===== config.mk =====
export PLATFORM = sky130hd
export DESIGN_NAME = led_animator_top
export DESIGN_NICKNAME = d
export VERILOG_FILES = /design/src/hw/led_pkg.sv /design/src/hw/led_animator_top.sv /design/src/hw/led_pattern.sv /design/src/hw/led_pwm.sv /design/src/hw/led_tick_gen.sv
export VERILOG_INCLUDE_DIRS = /design/src /design/src/hw
export SDC_FILE = /design/constraint.sdc
export NUM_CORES = 1
export LEC_CHECK = 0
export ABC_AREA = 1
export BUFFER_PORTS_ARGS = -buffer_cell sky130_fd_sc_hd__clkbuf_2
export CAP_MARGIN = 20
export CORE_MARGIN = 3
export CORE_UTILIZATION = 40
export DETAILED_ROUTE_END_ITERATION = 10
export PLACE_DENSITY = 0.52
export REMOVE_ABC_BUFFERS = 1
export SLEW_MARGIN = 20
export SYNTH_ARGS = -nofsm -noshare
export SYNTH_HDL_FRONTEND = slang
export SYNTH_SLANG_ARGS = --single-unit

===== constraint.sdc =====
create_clock -name sysclk -period 3.5 [get_ports sysclk]
set_clock_uncertainty 0.1 [all_clocks]
set_input_delay 0.7 -clock sysclk [delete_from_list [all_inputs] [get_ports sysclk]]
set_output_delay 0.7 -clock sysclk [all_outputs]
set_load 0.05 [all_outputs]

===== src/hw/led_config.svh =====
`ifndef LED_CONFIG_SVH
`define LED_CONFIG_SVH

// channel count, one drive output each
`define LED_NUM 4

// pwm counter width, 64 counts per frame
`define PWM_BITS 6

// sysclk cycles per pwm count
`define TICK_DIV 2

// breathing pattern shape
`define SEG_LEN 8      // steps per segment
`define SEG_NUM 10     // segments per pattern
`define RAMP_INC 8     // duty change per step, SEG_LEN * RAMP_INC is full scale

// frames spent on one step before the index moves on
`define FRAMES_PER_STEP 2

// start index offset between neighbouring channels
`define PHASE_SPACING 20

`endif


===== src/hw/led_pkg.sv =====
`default_nettype none
`include "led_config.svh"

package led_pkg;

    // source of a channel's duty
    typedef enum logic {
        LED_MODE_PATTERN = 1'b0,  // stepped breathing pattern
        LED_MODE_FIXED   = 1'b1   // constant duty
    } led_mode_e;

    typedef logic [`PWM_BITS:0] led_duty_t;  // 0 .. full scale inclusive
    typedef logic [6:0]         led_step_t;  // pattern index, 0 .. 79
    typedef logic [1:0]         led_chan_id_t;

    // payload meaning depends on cmd mode
    typedef union packed {
        led_step_t phase;  // pattern mode, new start index
        led_duty_t duty;   // fixed mode, constant duty
    } led_payload_u;

    typedef struct packed {
        led_mode_e    mode;
        led_chan_id_t chan;
        led_payload_u payload;
    } led_cmd_t;

    // what each channel remembers between commands
    typedef struct packed {
        led_mode_e mode;
        led_step_t step;
        led_duty_t duty;  // only read in fixed mode
    } led_chan_state_t;

endpackage

`default_nettype wire


===== src/hw/led_animator_top.sv =====
`timescale 1ns/1ps
`default_nettype none
`include "led_config.svh"

module led_animator_top (
    input  wire                    sysclk,
    input  wire                    arst_n,
    input  wire                    cmd_wr,     // host strobe, no back-pressure
    input  wire led_pkg::led_cmd_t cmd,        // sampled with cmd_wr
    output logic [`LED_NUM-1:0]    led_drive
);

    import led_pkg::*;

    // enables from the prescaler, everything stays on sysclk
    wire pwm_tick;
    wire frame_start;
    wire step_adv;

    wire led_duty_t [`LED_NUM-1:0] duty_req;  // pattern unit -> pwm

    led_tick_gen i_tick (
        .sysclk      (sysclk),
        .arst_n      (arst_n),
        .pwm_tick    (pwm_tick),
        .frame_start (frame_start),
        .step_adv    (step_adv)
    );

    // channel state and duty rule
    led_pattern i_pattern (
        .sysclk   (sysclk),
        .arst_n   (arst_n),
        .cmd_wr   (cmd_wr),
        .cmd      (cmd),
        .step_adv (step_adv),
        .duty_req (duty_req)
    );

    // frame-latched compare, registered outputs
    led_pwm i_pwm (
        .sysclk      (sysclk),
        .arst_n      (arst_n),
        .pwm_tick    (pwm_tick),
        .frame_start (frame_start),
        .duty_req    (duty_req),
        .led_drive   (led_drive)
    );

endmodule

`default_nettype wire


===== src/hw/led_pattern.sv =====
`timescale 1ns/1ps
`default_nettype none
`include "led_config.svh"

module led_pattern (
    input  wire                                 sysclk,
    input  wire                                 arst_n,
    input  wire                                 cmd_wr,    // one-cycle strobe
    input  wire led_pkg::led_cmd_t              cmd,
    input  wire                                 step_adv,
    output led_pkg::led_duty_t [`LED_NUM-1:0]   duty_req   // per channel, combinational
);

    import led_pkg::*;

    localparam int STEP_NUM = `SEG_LEN * `SEG_NUM;  // 80 steps per pattern
    localparam int DUTY_MAX = 1 << `PWM_BITS;       // always on

    led_chan_state_t [`LED_NUM-1:0] chan_q;

    // out-of-range phases fold back into the pattern
    function automatic led_step_t phase_load(input led_step_t ph);
        if (ph >= led_step_t'(STEP_NUM)) begin
            phase_load = ph - led_step_t'(STEP_NUM);
        end else begin
            phase_load = ph;
        end
    endfunction

    // duties above full scale saturate
    function automatic led_duty_t duty_load(input led_duty_t d);
        if (d > led_duty_t'(DUTY_MAX)) begin
            duty_load = led_duty_t'(DUTY_MAX);
        end else begin
            duty_load = d;
        end
    endfunction

    // segment rule, replaces the breathing lookup table
    function automatic led_duty_t seg_duty(input led_step_t idx);
        led_step_t seg;
        led_step_t k;
        seg = led_step_t'(idx / `SEG_LEN);
        k   = led_step_t'(idx % `SEG_LEN);
        case (seg)
            0, 4, 6: seg_duty = led_duty_t'((k + 1) * `RAMP_INC);            // ramp up
            1, 5, 7: seg_duty = led_duty_t'((`SEG_LEN - 1 - k) * `RAMP_INC); // ramp down
            default: seg_duty = '0;                                          // dark
        endcase
    endfunction

    always_ff @(posedge sysclk or negedge arst_n) begin
        if (!arst_n) begin
            for (int i = 0; i < `LED_NUM; i++) begin
                chan_q[i].mode <= LED_MODE_PATTERN;
                chan_q[i].step <= led_step_t'(i * `PHASE_SPACING);  // staggered start
                chan_q[i].duty <= '0;
            end
        end else begin
            for (int i = 0; i < `LED_NUM; i++) begin
                if (cmd_wr && cmd.chan == led_chan_id_t'(i)) begin  // write beats step
                    chan_q[i].mode <= cmd.mode;
                    if (cmd.mode == LED_MODE_PATTERN) begin
                        chan_q[i].step <= phase_load(cmd.payload.phase);
                    end else begin
                        chan_q[i].duty <= duty_load(cmd.payload.duty);
                    end
                end else if (step_adv && chan_q[i].mode == LED_MODE_PATTERN) begin
                    if (chan_q[i].step == led_step_t'(STEP_NUM - 1)) begin
                        chan_q[i].step <= '0;  // 79 -> 0
                    end else begin
                        chan_q[i].step <= chan_q[i].step + 1'b1;
                    end
                end
            end
        end
    end

    // fixed duty or pattern value per channel
    always_comb begin
        for (int i = 0; i < `LED_NUM; i++) begin
            if (chan_q[i].mode == LED_MODE_FIXED) begin
                duty_req[i] = chan_q[i].duty;
            end else begin
                duty_req[i] = seg_duty(chan_q[i].step);
            end
        end
    end

endmodule

`default_nettype wire


===== src/hw/led_pwm.sv =====
`timescale 1ns/1ps
`default_nettype none
`include "led_config.svh"

module led_pwm (
    input  wire                                 sysclk,
    input  wire                                 arst_n,
    input  wire                                 pwm_tick,
    input  wire                                 frame_start,  // always on a tick
    input  wire led_pkg::led_duty_t [`LED_NUM-1:0] duty_req,
    output logic [`LED_NUM-1:0]                 led_drive
);

    import led_pkg::*;

    logic [`PWM_BITS-1:0]     pwm_cnt;   // shared by all channels
    logic [`PWM_BITS-1:0]     next_cnt;  // count after this tick
    led_duty_t [`LED_NUM-1:0] act_duty;  // held for a whole frame
    led_duty_t [`LED_NUM-1:0] duty_sel;  // duty seen by the compare

    assign next_cnt = pwm_cnt + 1'b1;  // 63 wraps to 0 on the frame tick

    // new duty takes effect on the frame's first count
    always_comb begin
        for (int i = 0; i < `LED_NUM; i++) begin
            duty_sel[i] = frame_start ? duty_req[i] : act_duty[i];
        end
    end

    always_ff @(posedge sysclk or negedge arst_n) begin
        if (!arst_n) begin
            pwm_cnt   <= '1;
            act_duty  <= '0;
            led_drive <= '0;
        end else if (pwm_tick) begin
            pwm_cnt <= next_cnt;
            if (frame_start) begin
                act_duty <= duty_req;  // mid-frame writes wait for this
            end
            for (int i = 0; i < `LED_NUM; i++) begin
                // duty 0 never high, full scale always high
                led_drive[i] <= (duty_sel[i] > {1'b0, next_cnt});
            end
        end
    end

endmodule

`default_nettype wire


===== src/hw/led_tick_gen.sv =====
`timescale 1ns/1ps
`default_nettype none
`include "led_config.svh"

module led_tick_gen (
    input  wire  sysclk,
    input  wire  arst_n,
    output logic pwm_tick,     // one pwm count per pulse
    output logic frame_start,  // first tick of a pwm frame
    output logic step_adv      // pattern index advance
);

    // keep widths at least one bit for divide-by-one settings
    localparam int PRE_W = (`TICK_DIV > 1) ? $clog2(`TICK_DIV) : 1;
    localparam int FRM_W = (`FRAMES_PER_STEP > 1) ? $clog2(`FRAMES_PER_STEP) : 1;

    logic [PRE_W-1:0]     pre_q;  // sysclk prescaler
    logic [`PWM_BITS-1:0] cnt_q;  // mirrors the pwm counter
    logic [FRM_W-1:0]     frm_q;  // frames into current step

    // all three strobes come straight off the counters, same cycle
    assign pwm_tick    = (pre_q == PRE_W'(`TICK_DIV - 1));
    assign frame_start = pwm_tick && (cnt_q == '1);  // 63 -> 0 wrap
    assign step_adv    = frame_start && (frm_q == FRM_W'(`FRAMES_PER_STEP - 1));

    always_ff @(posedge sysclk or negedge arst_n) begin
        if (!arst_n) begin
            pre_q <= '0;
            cnt_q <= '1;  // first tick wraps, so it opens a frame
            frm_q <= '0;
        end else begin
            if (pwm_tick) begin
                pre_q <= '0;
            end else begin
                pre_q <= pre_q + 1'b1;
            end

            if (pwm_tick) begin
                cnt_q <= cnt_q + 1'b1;  // power of two, wraps by itself
            end

            if (frame_start) begin
                if (step_adv) begin
                    frm_q <= '0;
                end else begin
                    frm_q <= frm_q + 1'b1;
                end
            end
        end
    end

endmodule

`default_nettype wire


# After elaboration in Yosys (flattened, before gate mapping)
# Index checks and enable logic that the tools add are counted.
[op_classes]
add_sub_neg = 17
n_lt_le_gt_ge = 6
eq_ne = 32
muxes = 29
bitwise_logic = 4
reduce_logical = 36
[ops]
columns = ["cell", "count"]
rows = [
  ["two-way mux 7 bit", 23],
  ["== test 4 x 3 -> 1 bit, second input constant", 16],
  ["one-hot mux 7 bit (2 select lines)", 4],
  ["adder 7 x 1 -> 7 bit, second input constant", 4],
  ["== test 7 bit, second input constant", 4],
  ["> comparator 7 x 6 -> 1 bit", 4],
  ["logical NOT 7 bit", 4],
  ["OR reduction 3 bit", 8],
  ["AND reduction 2 bit", 9],
  ["adder 3 x 1 -> 4 bit, second input constant", 4],
  ["== test 4 x 1 -> 1 bit, second input constant", 4],
  ["subtractor 3 x 3 -> 4 bit, first input constant", 4],
  ["adder 6 x 1 -> 6 bit, second input constant", 2],
  ["logical AND 1 bit", 10],
  ["inequality test 2 bit, second input constant", 4],
  ["nonzero test 2 bit", 4],
  [">= comparator 7 bit, second input constant", 1],
  ["> comparator 7 bit, second input constant", 1],
  ["subtractor 7 bit, second input constant", 1],
  ["== test 6 bit, second input constant", 1],
  ["== test 2 bit, second input constant", 2],
  ["NOT 1 bit", 4],
  ["adder 1 bit, second input constant", 2],
  ["== test 2 x 1 -> 1 bit, second input constant", 1],
  ["other kinds (2)", 3],
]
[word_totals]
regBits = 106
input_bits = 13

# Depth between registers and ports, before layout
[logic_depth]
depth_word = 6
mapped_depth = 17

# Modules after synthesis
# Synthesis repeated with hierarchy kept, for this count alone.
[unflattened]
hier_cells = 909
area_unflattened_um2 = 6532.5
[by_module_without_submodules]
columns = ["mod", "instances", "cells_per_inst", "area_per_inst_um2", "seq_area_each_um2"]
rows = [
  ["led_pattern", 1, 503, 3637.2, 1511.4],
  ["led_pwm", 1, 364, 2509.9, 958.4],
  ["led_tick_gen", 1, 42, 385.4, 207.7],
]

# Least setup slack after synthesis
# Ideal clock, no wire load.
[synth_timing]
kind = "reg-to-reg"
start = "register i_tick.cnt_q[0]"
end = "register i_pwm.led_drive[1]"
arrival_time_ns = 2.243
required_ns = 3.281
setup_slack_ns = 1.038
path_stages_with_launch = 17
period_less_slack_ns = 2.462
path_cell_list = "dfstp_2 ha_1 nand4_1 nor2_2 inv_2 clkbuf_1 nand2_1 o31ai_1 ha_1 a21oi_1 nand2_1 nand2_1 nand2_1 nand2_1 nand2_1 nor2_1 nor2_1"
[synth_between]
elab_chain_len = 4
[synth_rtl]
columns = ["element", "line", "source"]
rows = [
  ["from (decl)", "led_tick_gen.sv:18", "logic [`PWM_BITS-1:0] cnt_q;"],
  ["from (signal assigned)", "led_tick_gen.sv:39", "cnt_q <= cnt_q + 1'b1;"],
  ["== test 6 bit", "led_tick_gen.sv:23", "assign frame_start = pwm_tick && (cnt_q == '1);"],
  ["logical AND 1 bit", "led_tick_gen.sv:23", ""],
  ["two-way mux 7 bit", "led_pwm.sv:26", "duty_sel[i] = frame_start ? duty_req[i] : act_duty[i];"],
  ["> comparator 7 x 6 -> 1 bit", "led_pwm.sv:42", "led_drive[i] <= (duty_sel[i] > {1'b0, next_cnt});"],
  ["to (signal, indexed assignment)", "led_pwm.sv:42", ""],
  ["to (decl)", "led_pwm.sv:11", "output logic [`LED_NUM-1:0] led_drive"],
]
# No other way between the ends.
# A chain may end at the register's enable or synchronous reset.

# Worst setup path in the final report
[layout_timing]
start = "register i_tick.cnt_q[0]"
end = "register i_pwm.led_drive[0]"
# The elaborated chain is that of the path after synthesis.

==> PnR_summary.wiki <==
{| class="wikitable"
! Metric !! Value
|-
| Result of the run || finished, final reports clean
|-
| CP Capture Type || register
|-
| Non-filler instance count after layout || 1000
|-
| Number of ports placed on the die boundary || 17
|-
| Via count || 5154
|-
| Share of flip-flops with an asynchronous set or reset after synthesis || 100.0%
|-
| Max Root-Sink Buffers || 2
|-
| Core region area || 14750 um2
|-
| Worst reg2reg path startpoint || i_tick.cnt_q[0]$_DFFE_PN1P_
|-
| First-pass GRT wire length || 24830 um
|-
| Area overhead of the layout relative to synthesis || 9.476%
|-
| Die H || 129.9 um
|-
| Required arrival time at the worst endpoint || 3.65 ns
|-
| Number of instances in the synthesized netlist || 794
|-
| Total half-perimeter wirelength after legalization and detailed placement || 10940 um
|-
| Initial core utilization || 41.61%
|-
| Number of remaining DRC errors || 0
|-
| Max Clock Freq || 358.8 MHz
|-
| Number of buffers added on ports || 16
|-
| Leading area contributor after synthesis || sky130_fd_sc_hd__dfrtp_1
|-
| Final max-slew violation count || 0
|-
| Flip-flop and latch count after synthesis || 106
|-
| Final setup violation count || 0
|-
| HP Class || input port to asynchronous set/reset pin
|-
| Pin count of the biggest net entering global routing || 48
|-
| Drt total wl || 14940 um
|-
| Relative contribution of the clock network to total power || 29.4%
|-
| Post-detailed-route wirelength per cell || 14.94 um
|-
| Predominant post-synthesis flop cell || sky130_fd_sc_hd__dfrtp_1
|-
| Net switching power || 1.213 mW
|-
| Level count of the clock H-tree || 3
|-
| CTS hold repair buffers || 0
|-
| Cell seen most often among critical-path stages || sky130_fd_sc_hd__nand2_1
|-
| Worst Setup SP || i_tick.cnt_q[0]$_DFFE_PN1P_
|-
| Static Leak || 3.414 nW
|-
| Post-CTS Setup Bufs || 0
|-
| Total of cells resized after clock tree synthesis || 0
|-
| Leading cell types by total area after synthesis || sky130_fd_sc_hd__dfrtp_1 (35%), sky130_fd_sc_hd__nand2_1 (15%), sky130_fd_sc_hd__dfstp_2 (8.6%)
|-
| Average cell area after synthesis || 7.733 um2
|-
| Minimum period implied by the final worst setup slack || 2.787 ns
|-
| Area share of the leading cell type in the synthesized netlist || 35.05%
|-
| Seq/Total Area, Yosys || 43.61%
|-
| Type of the worst setup path || register to register
|-
| Via count of the first global-routing pass || 4792
|-
| Global route overflow || 0
|-
| Final antenna diode count || 0
|-
| Synthesized area || 6140 um2
|-
| Slew at the pin closest to its max-slew limit || 0.7345 ns
|-
| Max-Slew Margin vs Limit || 50.68%
|-
| Unique cell type count in the Yosys netlist || 37
|-
| Storage cell area || 2678 um2
|-
| Setup repair after global routing missed its margin || false
|-
| YS warnings || 0
|-
| Instance area at placement || 6427 um2
|-
| Power share of the sequential group || 46.9%
|-
| Violation count after the first detailed-route iteration || 321
|-
| Post-placement cell count || 984
|-
| Kind of launch point of the worst setup path || register
|-
| Crit path max fanout || 31
|-
| Die footprint || 16870 um2
|-
| Endpoint arrival time on the critical path || 2.94 ns
|-
| Max rail drop VDD || 0.2674 mV
|-
| Clock transition at path regs || 0.07 ns
|-
| Routability Congestion || 0.8643
|-
| Final net count || 857
|-
| Number of clock buffers inserted by TritonCTS || 9
|-
| Fraction of power consumed by combinational cells || 23.7%
|-
| Worst path cell trace || ha_1, nand4_1, nor2_2, buf_4, o21ai_0, o21ai_0, ha_1, and3_1, nand2_1, nand2_1, nand2_1, nand2_1, nor2_1, nor2_1
|-
| Power density normalized to cell area || 522.9 nW/um2
|-
| Fin Setup TNS || 0 ns
|-
| Initial antenna violation count || 0
|-
| Fin area || 6721 um2
|-
| Highest cell delay on the worst timing path || 0.55 ns
|-
| Net switching fraction of the power || 34.52%
|-
| Worst-Skew Late Latency || 0.36 ns
|-
| First-pass iteration count of the detailed router || 5
|-
| Die span in x || 129.9 um
|-
| Area of combinational cells with multiple inputs || 3079 um2
|-
| Number of sinks driven by the clock tree || 106
|-
| Final number of hold-violating endpoints || 0
|-
| Count of flip-flops with a built-in enable after synthesis || 0
|-
| ANT nets after route || 0
|-
| Internal power || 2.302 mW
|-
| Row Count || 44
|-
| Critical path's slowest cell || sky130_fd_sc_hd__dfstp_2
|-
| Period Utilization, post-route || 79.63%
|-
| Drt via density || 5.154
|-
| CTS tree || built
|-
| Clk Tree Root Cell || sky130_fd_sc_hd__clkbuf_16
|-
| GR Util All Layers || 18.77%
|-
| Total of fill cells in the finished design || 1505
|-
| Max-Cap Viols || 0
|-
| Fraction of final layout cells with drive strength greater than 1 || 10.29%
|-
| Final standard cell utilization of the core || 45.56%
|}
## layout by cell type, fill, tap and decap left out, types with 3 or more instances in the layout
cell / n
sky130_fd_sc_hd__nand2_1: 252
sky130_fd_sc_hd__dfrtp_1: 86
sky130_fd_sc_hd__nor2_1: 74
sky130_fd_sc_hd__inv_1: 72
sky130_fd_sc_hd__o21ai_0: 67
sky130_fd_sc_hd__nand3_1: 48
sky130_fd_sc_hd__ha_1: 33
sky130_fd_sc_hd__xor2_1: 21
sky130_fd_sc_hd__dfstp_2: 20
sky130_fd_sc_hd__clkbuf_2: 15
sky130_fd_sc_hd__nand4_1: 12
sky130_fd_sc_hd__o22ai_1: 10
sky130_fd_sc_hd__a21oi_1: 10
sky130_fd_sc_hd__o31ai_1: 9
sky130_fd_sc_hd__inv_2: 9
sky130_fd_sc_hd__o21ai_1: 9
sky130_fd_sc_hd__a31oi_1: 9
sky130_fd_sc_hd__clkbuf_16: 9
sky130_fd_sc_hd__nand2_2: 6
sky130_fd_sc_hd__buf_4: 5
sky130_fd_sc_hd__o21a_1: 4
sky130_fd_sc_hd__nand3b_1: 4
sky130_fd_sc_hd__a21oi_4: 3
## final cells by class
class	instances	area share [%]
multi-input combinational	591	45.81
sequential	106	39.84
inverter	82	4.579
tap	184	3.425
clock buffer	10	3.407
timing repair buffer	21	1.973
clock inverter	6	0.9680
## logic make-up after synthesis
| logic type | count (synthesis) | synth area share (%) |
|---|---|---|
| buffers and inverters | 97 | 6.236 |
| flip-flops | 106 | 43.61 |
| adder cells (fa/ha/maj) | 33 | 6.725 |
| AO/OA/AOI/OAI | 127 | 12.10 |
| AND/OR/NAND/NOR | 408 | 28.04 |
| XOR/XNOR | 23 | 3.281 |
## power by group through the flow
| stage | sequential, mW | combinational [mW] | clock (mW) |
|---|---|---|---|
| 2_1_floorplan | 1.61 | 0.623 | 0 |
| 3_3_place_gp | 1.66 | 0.819 | 0 |
| 3_5_place_dp | 1.67 | 0.827 | 0 |
| 4_1_cts | 1.64 | 0.832 | 1.06 |
| 5_1_grt | 1.68 | 0.969 | 1.11 |
| 6_report | 1.65 | 0.833 | 1.03 |
## stage by stage
step / setup slack (ns) / power (mW) / hold slack (ns)
after CTS: 0.7011 / 3.537 / 0.2415
after detailed placement: 0.7248 / 2.492 / 0.3601
after global placement: 0.7631 / 2.482 / 0.3558
after floorplan: 0.2849 / 2.229 / 0.3044
final: 0.7130 / 3.515 / 0.2148
after global routing: 0.4383 / 3.759 / 0.2428
## cells in the mapped netlist, drive strengths merged (2+ instances only)
cell type	count
a21o	2
nand4	13
a31oi	9
inv	81
dfrtp	86
nand3	50
ha	33
nand2	260
xnor2	2
o21ai	77
o31ai	9
o22ai	10
dfstp	20
o211ai	2
xor2	21
nand3b	4
nor3	3
a21oi	14
clkbuf	4
o21a	4
buf	11
nor2	76
## worst max-delay path: cells and delay by family, from the launching register on
kind | cells | cell delay (ns)
adder cells (fa/ha/maj) | 2 | 0.47
AND/OR/NAND/NOR | 9 | 0.87
flip-flops | 1 | 0.55
buffers and inverters | 1 | 0.31
AO/OA/AOI/OAI | 2 | 0.36
## registers in the layout, indices dropped and copies added (netlist names)
register / cells
i_pwm.pwm_cnt: 6
i_pattern.chan_q: 60
i_pwm.act_duty: 28
i_tick.cnt_q: 6
i_tick.frm_q: 1
i_pwm.led_drive: 4
i_tick.pwm_tick: 1
## path summary, 6_finish.rpt
check,slack (ns),cells past startpoint,to
max,0.71,14,i_pwm.led_drive[0]$_DFFE_PN0P_
min reg2reg,0.38,2,i_pwm.act_duty[26]$_DFFE_PN0P_
max reg2reg,0.71,14,i_pwm.led_drive[0]$_DFFE_PN0P_
max in group asynchronous,2.34,2,i_pwm.pwm_cnt[1]$_DFFE_PN1P_
min,0.21,1,i_pwm.act_duty[2]$_DFFE_PN0P_
min in group sysclk,0.38,2,i_pwm.act_duty[26]$_DFFE_PN0P_
## metal layers
metal | global-route usage (%) | routed length, um | vias up
li1 | - | - | 2622
met1 | 27.21 | 7527 | 2385
met2 | 28.21 | 6455 | 127
met3 | 4.216 | 702 | 20
met4 | 5.440 | 252 | 0
met5 | 0 | 0 | -
(Power assumes the default switching activity.)
